[config.mk]
export PLATFORM = sky130hd
export DESIGN_NAME = icache_way_select
export DESIGN_NICKNAME = d
export VERILOG_FILES = /design/src/hw/icache_pkg.sv /design/src/hw/icache_way_select.sv
export SDC_FILE = /design/constraint.sdc
export NUM_CORES = 1
export LEC_CHECK = 0
export ABC_AREA = 1
export BUFFER_PORTS_ARGS = -buffer_cell sky130_fd_sc_hd__buf_2
export CAP_MARGIN = 20
export CORE_AREA = 4 4 226 228
export DETAILED_ROUTE_END_ITERATION = 8
export DIE_AREA = 0 0 230 232
export GPL_ROUTABILITY_DRIVEN = 0
export GPL_TIMING_DRIVEN = 1
export RECOVER_POWER = 25
export SLEW_MARGIN = 20
export SYNTH_ARGS = -nofsm -noshare
export SYNTH_HDL_FRONTEND = slang
export SYNTH_SLANG_ARGS = --single-unit
[constraint.sdc]
create_clock -name clk -period 2.5 [get_ports clk]
set_input_delay 0.25 -clock clk [delete_from_list [all_inputs] [get_ports clk]]
set_output_delay 0.25 -clock clk [all_outputs]
set_load 0.1 [all_outputs]
[src/hw/icache_pkg.sv]
package icache_pkg;

	//////////////////////////////////////////////////////////////////////
	// Cache geometry
	//////////////////////////////////////////////////////////////////////

	localparam int num_ways = 4;
	localparam int num_sets = 64;
	localparam int tag_bits = 22;
	localparam int index_bits = 6; // log2 of num_sets.
	localparam int words_per_line = 4;
	localparam int word_bits = 32;
	localparam int word_off_bits = $clog2(words_per_line);
	localparam int byte_off_bits = 2;

	//////////////////////////////////////////////////////////////////////
	// Types
	//////////////////////////////////////////////////////////////////////

	// One memory word, the size of an AXI4-Lite data beat.
	typedef logic [word_bits-1:0] word_t;

	// Fetch address. The raw view goes to the bus, the field view drives lookup.
	typedef union packed {
		logic [31:0] raw;
		struct packed {
			logic [tag_bits-1:0] tag;
			logic [index_bits-1:0] index;
			logic [word_off_bits-1:0] word;
			logic [byte_off_bits-1:0] byte_off;
		} f;
	} fetch_addr_t;

	// Word 0 sits in the low bits of the line.
	typedef word_t [words_per_line-1:0] line_t;

	typedef logic [num_ways-1:0] way_vec_t; // One-hot.

endpackage

[src/hw/icache_way_select.sv]
`timescale 1ns/1ps

module icache_way_select (
	input  logic                    clk,
	input  logic                    rst,
	input  logic                    flush,
	input  logic                    accept,
	input  icache_pkg::way_vec_t    way_hit,
	input  icache_pkg::fetch_addr_t fetch_addr,
	input  icache_pkg::line_t       way_data [icache_pkg::num_ways],
	output logic [31:0]             inst,
	output logic                    inst_valid
);

	icache_pkg::way_vec_t hit_q;
	logic [icache_pkg::word_off_bits-1:0] word_q;
	icache_pkg::line_t line_sel;

	//////////////////////////////////////////////////////////////////////
	// Lookup stage registers
	//////////////////////////////////////////////////////////////////////

	always_ff @(posedge clk) begin
		if (accept) begin
			hit_q <= way_hit;
			word_q <= fetch_addr.f.word;
		end
	end

	always_ff @(posedge clk) begin
		if (rst || flush) begin
			inst_valid <= 1'b0;
		end else begin
			inst_valid <= accept;
		end
	end

	//////////////////////////////////////////////////////////////////////
	// Output mux
	//////////////////////////////////////////////////////////////////////

	// The hit vector is one-hot, so at most one way is picked.
	always_comb begin
		line_sel = '0;
		for (int w = 0; w < icache_pkg::num_ways; w++) begin
			if (hit_q[w]) begin
				line_sel = way_data[w];
			end
		end
	end

	assign inst = line_sel[word_q];

endmodule

=== After elaboration in Yosys (flattened, before gate mapping) ===
Cells that the tools add are included.

* Magnitude comparators: 1
* Reduce and logical (&&, ||, !) cells: 1
* Multiplexer cells: 6

{| class="wikitable"
|+ Operators with widths
! kind !! number
|-
| $mux 128 || 4
|-
| $bmux 32 s2 || 1
|-
| $mux 32 || 1
|-
| $lt 2x3->1 const B || 1
|-
| $logic_or 1x1->1 || 1
|}

* Register bits after elaboration: 7
* Input bits: 552
* Logic and storage cells: 11
* Output and inout port bits: 33

=== Logic depth before layout (Yosys ltp) ===
* Depth after elaboration: 6
* Gate-level depth with buffers: 11
* Depth with buffers taken out: 9

=== Least setup slack after synthesis ===
Ideal clock, no wire load.

* Path kind: flip-flop to output port
* Start point: register hit_q[1]
* End point: output port inst[11]
* Required time: 2250 ps
* Path buffers: 2
* Setup slack: 487 ps
* Arrival time: 1763 ps
* Stages on the path, launching flop included: 12
* Path through: edfxtp_1 inv_2 buf_2 buf_6 nand3_1 nand2_1 nand2_1 nand2_1 nand2_1 nand2_1 nand2_1 nand2_1

* Cells in the longest elaborated chain, start to end: 5

{| class="wikitable"
|+ Ends and longest elaborated chain
! element !! line !! text
|-
| from (decl) || icache_way_select.sv:15 || <nowiki>icache_pkg::way_vec_t hit_q;</nowiki>
|-
| from (signal assigned) || icache_way_select.sv:25 || <nowiki>hit_q <= way_hit;</nowiki>
|-
| $mux 128 (3 in a row) || icache_way_select.sv:46 || <nowiki>if (hit_q[w]) begin</nowiki>
|-
| $bmux 32 s2 || icache_way_select.sv:52 || <nowiki>assign inst = line_sel[word_q];</nowiki>
|-
| $mux 32 (not written as such) || icache_way_select.sv:52 ||
|-
| to (decl) || icache_way_select.sv:11 || <nowiki>output logic [31:0] inst,</nowiki>
|}

No other way between the ends. The select of a mux whose other input is x is not followed.

=== Worst setup path in the final report ===
* Start point: register hit_q[1]
* End point: output port inst[12]

The elaborated chain is that of the path after synthesis.

==> out/qor.yml <==
outcome:
  status: "finished clean"
routing:
  vias: 10850
  first_iter_violations: 462
  wire_per_inst_um: 18.32
  drc: 0
  avgViaCountPerCell: 4.159
  ant_nets: 0
  drtPass1Iterations: 5
  wl_mm: 47.80
floorplanning:
  io_pins: 585
  fp.dieW_um: 230
  die_h_um: 232
  fp-row-count: 81
  dieArea_um2: 53360
  core_area_um2: 48850
  start_util_pct: 12.77
grt:
  gr-total-overflow: 0
  grt_max_degree: 78
  antenna_found_initial: 21
  grt_pass1_vias: 10130
  grt_use_total_pct: 16.30
  grt_pass1_wl_mm: 65.14
synthesis:
  ys_top_cells_by_count: "800 x nand2_1, 256 x a21oi_1, 130 x inv_1"
  yosysMostFrequentCell: "nand2_1"
  synthesis.nets: 1994
  yosysSeqAreaShare_pct: 3.210
  ys_ff_latch: 7
  synthCells: 1442
  synthArstFlopShare_pct: 0
  synth.area.top_cells: "nand2_1 48%, a21oi_1 21%, nand3_1 10%"
  synth_warnings: 0
  synth_cell_types: 13
  synthFlopType: "edfxtp_1"
  synth_enable_flop_cells: 6
  netlist_area_um2: 6237
  synth_top_area_share_pct: 48.14
  synth.avg_cell_area_um2: 4.325
  synth_top_area_cell: "nand2_1"
min_path:
  hold_path_depth: 2
  hp-start: "rst"
  hold_class: "primary input to flop"
  min_to: "inst_valid"
power:
  power_leakage_nw: 6.394
  power.switching_mw: 2.196
  peakVddDrop_v: 0.0001561
  p_int_mw: 1.534
  powerDensity_nw_per_um2: 352.4
  combPwrFrac_pct: 88.2
  p_sw_share_pct: 58.87
  power_frac_clock_pct: 7.7
  seqPwrFrac_pct: 4.1
clocking:
  cts.sinks: 7
  numCtsBuffers: 3
  htree_levels: 1
  cts_hold_buffers: 0
  clockBufferDepth: 2
  cts_tree: "yes"
  clk_pin_slew_ns: 0.04
  clock-root-buffer: "clkbuf_16"
cells_and_area:
  register_area_um2: 200.2
  areaGrowthSynthToFinish_pct: 69.67
  layout.nets: 2488
  drive_above_1_share_pct: 32.45
  multi_input_area_um2: 4975
  nFillCells: 5850
setup_path:
  cp.arrival_ns: 2.19
  cp.buffers_inverters: 3
  crit_chain: "clkinv_4 -> buf_12 -> nand3_1 -> nand2_1 -> nand2_1 -> nand2_1 -> nand2_1 -> nand2_1 -> nand2_1 -> nand2_1 -> buf_12"
  critPathMaxStageDelay_ns: 0.47
  cp_max_fo: 14
  cp_top_family: "simple AND/OR/NAND/NOR gates"
  crit_cells: 11
  critPathSlowestCell: "edfxtp_1"
  critPathKind: "flop to output pin"
  cp.required_ns: 2.25
  cpMostUsedCell: "nand2_1"
  critPathCaptureType: "output pin"
  critPathLaunchType: "flop"
timing:
  layout_setup_ws_ns: 0.05652
  finalSetupTns_ns: 0
  maxSlewHeadroom_pct: 63.67
  timing.fmax_mhz: 409.3
  slew_violations: 0
  timing.hold.ws_ns: 0.1705
  finalSetupViolations: 0
  period_needed_ns: 2.443
  finalCritPeriodShare_pct: 97.74
  finalHoldViolations: 0
  rsz0062_at_grt: "yes"
  tightest_slew_ns: 0.5450
placed_design:
  port_buffers: 554
  place_ws_ns: 0.1770
  dp_hpwl_mm: 39.11
job:
  drv_cap: 0
layer usage:
| layer | vias to the layer above | track usage [%] | wire length [µm] |
|---|---|---|---|
| li1 | 5476 | - | - |
| met1 | 4737 | 20.17 | 19810 |
| met2 | 541 | 28.15 | 22300 |
| met3 | 81 | 3.827 | 3886 |
| met4 | 16 | 4.858 | 1701 |
| met5 | - | 0 | 108 |
how the worst max path moves through the flow:
stage,startpoint,to
6_report,hit_q[1],inst[12]
5_1_grt,hit_q[1],inst[13]
4_1_cts,hit_q[1],inst[21]
3_5_place_dp,hit_q[1],inst[7]
3_3_place_gp,hit_q[1],inst[7]
2_1_floorplan,hit_q[1],inst[11]
repair_timing:
| action | in CTS | in global routing |
|---|---|---|
| cloned | 1 | 2 |
| gates resized for setup | 8 | 21 |
| setup buffers | 2 | 2 |
| endpoints found under the setup margin | 14 | 31 |
power by group through the flow:
| stage | clock, mW | sequential, mW | combinational [mW] |
|---|---|---|---|
| final | 0.286 | 0.153 | 3.29 |
| after global routing | 0.299 | 0.155 | 3.57 |
| after CTS | 0.293 | 0.154 | 3.30 |
| after detailed placement | 0 | 0.156 | 3.25 |
| after global placement | 0 | 0.157 | 3.25 |
| after floorplan | 0 | 0.148 | 1.79 |
cell type report:
type / instances / share of cell area, %
Multi-Input combinational cell: 1185 / 47.01
Timing Repair Buffer: 607 / 37.50
Tap cell: 664 / 7.851
Inverter: 132 / 4.765
Sequential cell: 7 / 1.892
Clock buffer: 4 / 0.7449
Antenna cell: 10 / 0.2365
layout by cell type, fill, tap and decap left out, types with 2 or more instances in the layout:
cell,n
a21oi_1,256
buf_12,52
buf_2,520
buf_4,27
buf_6,2
clkbuf_1,3
clkbuf_16,5
diode_2,10
edfxtp_1,6
inv_1,129
nand2_1,783
nand2_2,17
nand3_1,128
state kept, by name, summed over array words and instances (netlist names):
signal and count:
hit_q 4, word_q 2, inst_valid 1
cells by family (layout without fill, tap and decap cells):
family	Yosys count	in the layout	synth area share (%)
flops	7	7	3.210
compound gates	256	256	20.54
simple gates	929	929	58.54
other cells	0	10	0
buf+inv	250	743	17.71
through the flow:
step                      util (%)  power (mW)  instance area (µm²)  cells
after detailed placement     21.05       3.406                10280   2589
after global placement       21.05       3.402                10280   2589
after CTS                    21.40       3.746                10450   2596
after global routing         21.64       4.027                10570   2604
final                        21.66       3.730                10580   2609
after floorplan                  -       1.937                 6237   1442
(Power assumes the default switching activity.)
