<file path="src/hw/icache_pkg.sv">
package icache_pkg;

	//////////////////////////////////////////////////////////////////////
	// Cache geometry
	//////////////////////////////////////////////////////////////////////

	localparam int num_ways = 4;
	localparam int num_sets = 64;
	localparam int tag_bits = 22;
	localparam int index_bits = 6; // log2 of num_sets.
	localparam int words_per_line = 4;
	localparam int word_bits = 32;
	localparam int word_off_bits = $clog2(words_per_line);
	localparam int byte_off_bits = 2;

	//////////////////////////////////////////////////////////////////////
	// Types
	//////////////////////////////////////////////////////////////////////

	// One memory word, the size of an AXI4-Lite data beat.
	typedef logic [word_bits-1:0] word_t;

	// Fetch address. The raw view goes to the bus, the field view drives lookup.
	typedef union packed {
		logic [31:0] raw;
		struct packed {
			logic [tag_bits-1:0] tag;
			logic [index_bits-1:0] index;
			logic [word_off_bits-1:0] word;
			logic [byte_off_bits-1:0] byte_off;
		} f;
	} fetch_addr_t;

	// Word 0 sits in the low bits of the line.
	typedef word_t [words_per_line-1:0] line_t;

	typedef logic [num_ways-1:0] way_vec_t; // One-hot.

endpackage

</file>
<file path="src/hw/icache_refill.sv">
`timescale 1ns/1ps

module icache_refill (
	input  logic                    clk,
	input  logic                    rst,
	input  logic                    flush,
	input  logic                    miss_start,
	input  icache_pkg::fetch_addr_t miss_addr,
	output logic                    refill_busy,
	output logic                    fill_valid,
	output icache_pkg::fetch_addr_t fill_addr,
	output icache_pkg::line_t       fill_line,
	output logic [31:0]             m_araddr,
	output logic                    m_arvalid,
	input  logic                    m_arready,
	input  logic [31:0]             m_rdata,
	input  logic [1:0]              m_rresp,
	input  logic                    m_rvalid,
	output logic                    m_rready
);

	localparam logic [1:0] st_idle = 2'd0;
	localparam logic [1:0] st_addr = 2'd1;
	localparam logic [1:0] st_data = 2'd2;
	localparam logic [1:0] st_done = 2'd3;

	logic [1:0] state;
	logic [1:0] beat;
	logic flush_seen;
	logic last_beat;

	//////////////////////////////////////////////////////////////////////
	// Refill state machine
	//////////////////////////////////////////////////////////////////////

	assign last_beat = (beat == 2'(icache_pkg::words_per_line - 1));

	always_ff @(posedge clk) begin
		if (rst) begin
			state <= st_idle;
			beat <= '0;
		end else begin
			case (state)
				st_idle: begin
					if (miss_start) begin
						state <= st_addr;
						beat <= '0;
					end
				end
				st_addr: begin
					if (m_arready) begin
						state <= st_data;
					end
				end
				st_data: begin
					if (m_rvalid) begin
						beat <= beat + 1'b1;
						state <= last_beat ? st_done : st_addr;
					end
				end
				default: state <= st_idle; // Done lasts a single cycle.
			endcase
		end
	end

	// A flush during the refill makes the line stale, so it is not installed.
	always_ff @(posedge clk) begin
		if (rst) begin
			flush_seen <= 1'b0;
		end else if (state == st_idle) begin
			flush_seen <= 1'b0;
		end else if (flush) begin
			flush_seen <= 1'b1;
		end
	end

	//////////////////////////////////////////////////////////////////////
	// Line address and data
	//////////////////////////////////////////////////////////////////////

	always_ff @(posedge clk) begin
		if (state == st_idle && miss_start) begin
			fill_addr.raw <= {miss_addr.raw[31:4], 4'b0000}; // Line base.
		end
		if (state == st_data && m_rvalid) begin
			fill_line[beat] <= m_rdata; // The response code is not checked.
		end
	end

	assign m_araddr = {fill_addr.raw[31:4], beat, 2'b00};
	assign m_arvalid = (state == st_addr);
	assign m_rready = (state == st_data);

	assign refill_busy = (state != st_idle);
	assign fill_valid = (state == st_done) && !flush_seen;

endmodule

</file>
<file path="config.mk">
export PLATFORM = sky130hd
export DESIGN_NAME = icache_refill
export DESIGN_NICKNAME = d
export VERILOG_FILES = /design/src/hw/icache_pkg.sv /design/src/hw/icache_refill.sv
export SDC_FILE = /design/constraint.sdc
export NUM_CORES = 1
export LEC_CHECK = 0
export BUFFER_PORTS_ARGS = -buffer_cell sky130_fd_sc_hd__buf_4
export CAP_MARGIN = 25
export CORE_MARGIN = 1.5
export CORE_UTILIZATION = 45
export CTS_CLUSTER_DIAMETER = 50
export DETAILED_ROUTE_END_ITERATION = 8
export PLACE_DENSITY = 0.79
export SLEW_MARGIN = 15
export SYNTH_ARGS = -nofsm -noshare
export SYNTH_HDL_FRONTEND = slang
export SYNTH_SLANG_ARGS = --single-unit
</file>
<file path="constraint.sdc">
create_clock -name clk -period 2.7 [get_ports clk]
set_clock_uncertainty 0.05 [all_clocks]
set_input_delay 0.27 -clock clk [delete_from_list [all_inputs] [get_ports clk]]
set_output_delay 0.27 -clock clk [all_outputs]
set_load 0.005 [all_outputs]
</file>
# After elaboration in Yosys (flattened, before gate mapping)
# Index checks and enable logic that the tools add are counted.
[op_classes]
add_sub_neg = 1
n_lt_le_gt_ge = 2
n_eq_ne = 7
mux = 11
n_reduce_logical = 11
[op_table]
columns = ["operator", "n"]
rows = [
  ["$bwmux 128", 1],
  ["$demux 32 s2", 1],
  ["$mux 32", 1],
  ["$mux 2", 6],
  ["$eq 2x2->1 const B", 3],
  ["$pmux 2 s3", 1],
  ["$reduce_and 3->1", 2],
  ["$logic_and 1x1->1", 4],
  ["$ne 2x2->1 const B", 2],
  ["$pmux 2 s2", 1],
  ["$reduce_bool 2->1", 2],
  ["$lt 2x3->1 const B", 1],
  ["$add 2x1->2 const B", 1],
  ["$eq 2x1->1 const B", 1],
  ["$ge 2x1->1 const B", 1],
  ["$logic_not 2->1", 1],
  ["$ne 2x1->1 const B", 1],
  ["$reduce_or 2->1", 1],
  ["$logic_not 1->1", 1],
]
[totals]
register_bits = 161
in_bits = 72
output_inout_bits = 196

# Logic depth before layout (Yosys ltp)
# Gate-level depths: netlist (run 1).
[logic_depth]
ltp_word = 5
depth_mapped = 4
depth_no_buf = 4

# Worst setup path after synthesis (run 1)
# Ideal clock, no wire load.
[synth_path]
path_type = "reg2reg"
start = "reg state[0]"
end = "reg fill_addr[10] (netlist bit), enable pin"
setup_ps = 413
t_arrival_ps = 1803
required_ps = 2237
path_slack_ps = 434
stages_incl_launch_ff = 3
cell_sequence = "dfxtp_1 or2_1 nor2_1"
[synth_between]
elab_chain_cells = 2
[synth_rtl]
columns = ["element", "line", "text"]
rows = [
  ["start: declaration", "icache_refill.sv:27", "logic [1:0] state;"],
  ["start signal: assignment", "icache_refill.sv:40", "state <= st_idle;"],
  ["start signal: assignment", "icache_refill.sv:46", "state <= st_addr;"],
  ["start signal: assignment", "icache_refill.sv:52", "state <= st_data;"],
  ["$logic_not 2->1", "icache_refill.sv:82", "if (state == st_idle && miss_start) begin"],
  ["$logic_and 1x1->1", "icache_refill.sv:82", ""],
  ["end: declaration", "icache_refill.sv:11", "output icache_pkg::fetch_addr_t fill_addr,"],
]
# No other way between the ends.
# A chain may end at the register's enable or synchronous reset.

# Worst setup path in the final report (run 1)
[layout_path]
start = "reg state[1]"
end = "reg fill_line[127] (netlist bit), enable pin"
[layout_between]
elab_chain_cells = 2
[layout_rtl]
columns = ["element", "line", "text"]
rows = [
  ["$eq 2x2->1", "icache_refill.sv:85", "if (state == st_data && m_rvalid) begin"],
  ["$logic_and 1x1->1", "icache_refill.sv:85", ""],
  ["end signal: indexed assignment", "icache_refill.sv:86", "fill_line[beat] <= m_rdata;"],
  ["end: declaration", "icache_refill.sv:12", "output icache_pkg::line_t fill_line,"],
]
# No other way between the ends.

==> results of run 1 <==
kinds of logic after synthesis:
logic type      after synthesis
flops                       161
buf+inv                      39
simple gates                 21
compound gates                9
fa+ha+maj                     4
other cells                   1
where the power goes:
part           leakage (µW)  internal (µW)  switching [µW]
Sequential          0.00146           2790            26.5
Combinational       0.00164            200             117
Clock              0.000275           1360             939
Total               0.00337           4350            1080
worst max-delay path by stage:
stage | startpoint | to | slack [ns] | cells after the start
3_5_place_dp | m_rvalid | fill_line[75] | 0.94 | 4
2_1_floorplan | state[0] | fill_addr[10] | 0.43 | 2
6_report | state[1] | fill_line[127] | 0.94 | 2
4_1_cts | state[0] | fill_line[79] | 0.94 | 3
3_3_place_gp | m_rvalid | fill_line[85] | 0.95 | 4
5_1_grt | beat[1] | fill_line[127] | 0.84 | 3
registers in the layout, summed over array words and instances, names as in the netlist:
register / cells
fill_addr: 28
fill_line: 128
flush_seen: 1
state: 2
beat: 2
cell usage in the layout, fill, tap and decap left out, types with 2 or more instances in the layout:
master / instances
conb_1: 6
buf_12: 4
dlygate4sd3_1: 56
nand2_1: 5
clkinv_4: 4
clkbuf_16: 17
o21ai_1: 2
ha_1: 4
nand2b_1: 2
and3_2: 4
nor2_1: 2
inv_1: 4
a31oi_1: 2
edfxtp_1: 156
bufinv_16: 2
dfxtp_1: 5
clkinv_1: 3
a21oi_1: 3
buf_4: 256
critical path, stage by stage (launching register included):
cell	delay, ns
dfxtp_1	0.58
and3_2	0.59
buf_12	0.23
cell type report:
type,count,share of cell area
flip-flops and latches,161,0.572
repair buffers,316,0.307
clock buffers,18,0.0513
multi-input cells,40,0.0299
well taps,143,0.0214
clock inverters,13,0.0166
inverters,4,0.00180
layer usage:
layer / vias up / GRT usage
met5: - / 0
met4: 0 / 0.105
met3: 28 / 0.0637
met2: 163 / 0.346
met1: 1575 / 0.226
li1: 1461 / -
metrics by stage:
step / power [µW] / cells / worst slack [ns]
4_1_cts: 5460 / 695 / 0.936
3_3_place_gp: 3100 / 608 / 0.952
6_report: 5430 / 695 / 0.938
5_1_grt: 5590 / 695 / 0.844
3_5_place_dp: 3120 / 608 / 0.940
2_1_floorplan: 2950 / 240 / 0.434
repair_timing:
| item | in CTS | in global routing |
|---|---|---|
| buffers inserted | 0 | 0 |
| hold buffers | 56 | 0 |
| endpoints found under the hold margin | 132 | 0 |
==> results.json, run 1 <==
{
  "track_usage": 0.202,
  "route.antenna.remaining_nets": 0,
  "place_congestion": 0.768,
  "synth_top_family_by_area": "buffers and inverters",
  "start_util": 0.463,
  "yosys.area.top_type_share": 0.887,
  "drive_gt1_frac": 0.531,
  "die-area_mm2": 0.0124,
  "syn_avg_cell_area_um2": 22.5,
  "cp.arrival_ns": 1.82,
  "setup_tns_ns": 0,
  "rsz0062_at_grt": "no",
  "placed_cell_area_mm2": 0.00723,
  "dp_hpwl_um": 8350,
  "met1Wirelength_um": 4750,
  "wl_met3_um": 812,
  "ys_types": 23,
  "wl_met2_um": 6750,
  "clkTransAtPathRegs_ns": 0.06,
  "cts_made_buffers": 17,
  "holdWs_ns": 0.0219,
  "top_layer_used": "met4",
  "final_nets": 616,
  "crit_type": "reg -> reg",
  "htree_levels": 4,
  "vdd_drop_max_mv": 0.670,
  "synthCells": 235,
  "areaGrowthSynthToFinish_pct": 58.2,
  "cts-root-buf": "clkbuf_16",
  "cp_max_fo": 17,
  "required_ns": 2.76,
  "drt_iter0_markers": 155,
  "r2r_end": "fill_line[127]",
  "ys_seq_elements": 161,
  "tritoncts": "yes",
  "antenna_found_initial": 0,
  "synth_xor_area_frac": 0,
  "synth_edf_count": 156,
  "synthAdderAreaFrac": 0.00947,
  "grt_start_max_net_pins": 29,
  "synthArstFlopShare": 0,
  "p_leak_uw": 0.00337,
  "finalSetupViolations": 0,
  "cts_sinks": 161,
  "finalCritPeriodShare": 0.653,
  "seqCellArea_mm2": 0.00478,
  "first_global_vias": 3307,
  "drv_cap": 0,
  "wl_per_cell_um": 18.3,
  "diodes": 0,
  "hold_end": "fill_line[51]",
  "synthFlopType": "edfxtp_1",
  "vias": 3227,
  "rows": 39,
  "clk_latency_ns": 0.41,
  "min_from": "m_rdata[19]",
  "synth_commonest_cells": "edfxtp_1, buf_4, dfxtp_1, nand2_1",
  "ff2ff_setup_slack_ns": 0.94,
  "overflow": 0,
  "reg2reg_from": "state[1]",
  "synth_compound_area_frac": 0.00995,
  "yosysWarnings": 0,
  "synthMuxAreaShare": 0,
  "slew_viol_final": 0,
  "holdPathStages": 1,
  "yosysMostFrequentCell": "edfxtp_1",
  "multi_input_area_um2": 250,
  "hp-class": "in -> reg",
  "die_height_um": 111,
  "synth.area.top_cells": "edfxtp_1, buf_4, dfxtp_1, ha_1, and3_1",
  "end_kind": "flip-flop",
  "synth-simple-area-share": 0.0223,
  "synth-seq-area-share": 0.906,
  "final_util": 0.732,
  "drt_first_pass_iters": 4,
  "grt_pass1_wl_um": 18400,
  "fin_area_mm2": 0.00836,
  "die_w_um": 111,
  "fillers": 690,
  "p_per_area_mw_per_mm2": 650,
  "worst-r2r-cell-count": 2,
  "core_area_mm2": 0.0114,
  "yosys.area.top_type": "edfxtp_1",
  "max_freq_mhz": 568,
  "finalHoldViolations": 0,
  "routed_wl_um": 12700,
  "io_pins": 268,
  "via_per_inst": 4.64,
  "clk_path_buf_depth": 2,
  "portBuffers": 255,
  "syn_area_mm2": 0.00528,
  "ctsResizeCount": 0,
  "worstSetupStartpointType": "flip-flop",
  "drc_errors": 0,
  "run_status": "finished clean",
  "fin_crit_ns": 1.76
}
No activity file was read; power rests on OpenSTA's default activity.
==> run 2: changes to the inputs <==
Clock period 2.7 ns to 1.8 ns, I/O delays scaled along.
==> results.json, run 2 (synthesis gave the netlist of run 1 again) <==
{
  "reg2reg_from": "state[0]",
  "wl_per_cell_um": 19.6,
  "htree_levels": 4,
  "clk_latency_ns": 0.41,
  "fin_crit_ns": 1.59,
  "finalSetupViolations": 0,
  "top_regs": "fill_line: 128 flops, fill_addr: 28 flops",
  "portBuffers": 255,
  "overflow": 0,
  "vias": 3259,
  "p_leak_uw": 0.00340,
  "cpPeakStageDelay_ns": 0.37,
  "p_per_area_mw_per_mm2": 945,
  "crit_chain": "nor2b_2 -> and3_2 -> buf_12",
  "crit_type": "reg -> reg",
  "ctsResizeCount": 0,
  "largest_register_ffs": 128,
  "cts_sinks": 161,
  "slew_viol_final": 0,
  "hold_buffers": 63,
  "clkTransAtPathRegs_ns": 0.06,
  "die_height_um": 111,
  "start_util": 0.463,
  "grt_pass1_wl_um": 19900,
  "crit_start": "state[0]",
  "ff2ff_setup_slack_ns": 0.21,
  "regMostFlops": "fill_line",
  "min_from": "m_rvalid",
  "diodes": 0,
  "max_freq_mhz": 628,
  "cp.arrival_ns": 1.65,
  "worst_path_max_delay_cell": "dfxtp_1",
  "drt_iter0_markers": 163,
  "route.antenna.remaining_nets": 0,
  "core_area_mm2": 0.0114,
  "drive_gt1_frac": 0.529,
  "vdd_drop_max_mv": 0.660,
  "cp_max_fo": 22,
  "run_status": "finished clean",
  "end_kind": "flip-flop",
  "grt_start_max_net_pins": 33,
  "setup_tns_ns": 0,
  "rsz0062_at_grt": "no",
  "die_w_um": 111,
  "track_usage": 0.218,
  "drt_first_pass_iters": 4,
  "hp-class": "in -> reg",
  "worstSetupStartpointType": "flip-flop",
  "mostFrequentLayoutCell": "buf_4",
  "io_pins": 268,
  "cts-root-buf": "clkbuf_16",
  "finalCritPeriodShare": 0.884,
  "routed_wl_um": 13800,
  "dp_hpwl_um": 8720,
  "areaGrowthSynthToFinish_pct": 59.5,
  "fillers": 673,
  "drv_cap": 0,
  "rows": 39,
  "layout_common_cells": "buf_4, edfxtp_1, dlygate4sd3_1, clkbuf_16, conb_1",
  "cts_made_buffers": 17,
  "power.total_uw": 7960,
  "die-area_mm2": 0.0124,
  "via_per_inst": 4.63,
  "clk_path_buf_depth": 2,
  "final_nets": 625,
  "final_util": 0.738,
  "required_ns": 1.86,
  "post_cts_buffers": 0,
  "tritoncts": "yes",
  "place_congestion": 0.803,
  "antenna_found_initial": 0,
  "finalHoldViolations": 0,
  "first_global_vias": 3400,
  "drc_errors": 0
}
-- run 2: cell types whose count changed in the layout (fill, tap and decap cells not counted) --
cell           change
clkinv_2           +1
clkinv_1           -1
bufinv_16          -2
inv_6              +2
buf_12             +1
nor2_2             -1
clkinvlp_4         +2
buf_4              +1
clkinv_4           -2
nor2_4             +1
dlygate4sd3_1      +7
inv_8              +1
clkbuf_1           -1
-- run 2: power breakdown --
part           internal [µW]  switching (µW)
Clock                   1770            1460
Sequential              4180            42.9
Combinational            317             188
-- run 2: routing by layer --
layer,up-vias,wire (µm),track usage
li1,1484,-,-
met1,1616,4970,0.237
met2,141,7860,0.414
met3,18,696,0.0577
met4,0,250,0.0700
met5,-,0,0
-- run 2: path summary, 6_finish.rpt --
kind                        end  depth (start not counted)
hold / removal          beat[1]                          3
setup reg to reg  fill_line[37]                          3
setup / recovery  fill_line[37]                          3
hold reg to reg      flush_seen                          2
-- run 2: worst max-delay path: cells and delay by family, from the launching register on --
family	cells	cell delay [ns]
and+or+nand+nor	2	0.63
DFF	1	0.37
buffers and inverters	1	0.23
-- run 2: layout make-up --
cell class                 instances  area (µm²)  area share
multi-input combinational         40         255      0.0303
clock buffer                      17         425      0.0505
sequential                       161        4780       0.568
timing repair buffer             325        2660       0.316
tap                              143         179      0.0212
inverter                           4        15.0     0.00178
clock inverter                    14         106      0.0126
-- run 2: metrics by stage --
| step | std cells | setup WS (ns) | instance area, µm² | hold slack [ns] |
|---|---|---|---|---|
| after floorplan | 240 | 0.273 | 5320 | 0.199 |
| after CTS | 704 | 0.210 | 8430 | 0.0257 |
| final | 704 | 0.209 | 8430 | 0.0492 |
| after global placement | 610 | 0.282 | 7260 | 0.309 |
| after global routing | 704 | 0.122 | 8430 | 0.0614 |
| after detailed placement | 610 | 0.226 | 7260 | 0.310 |
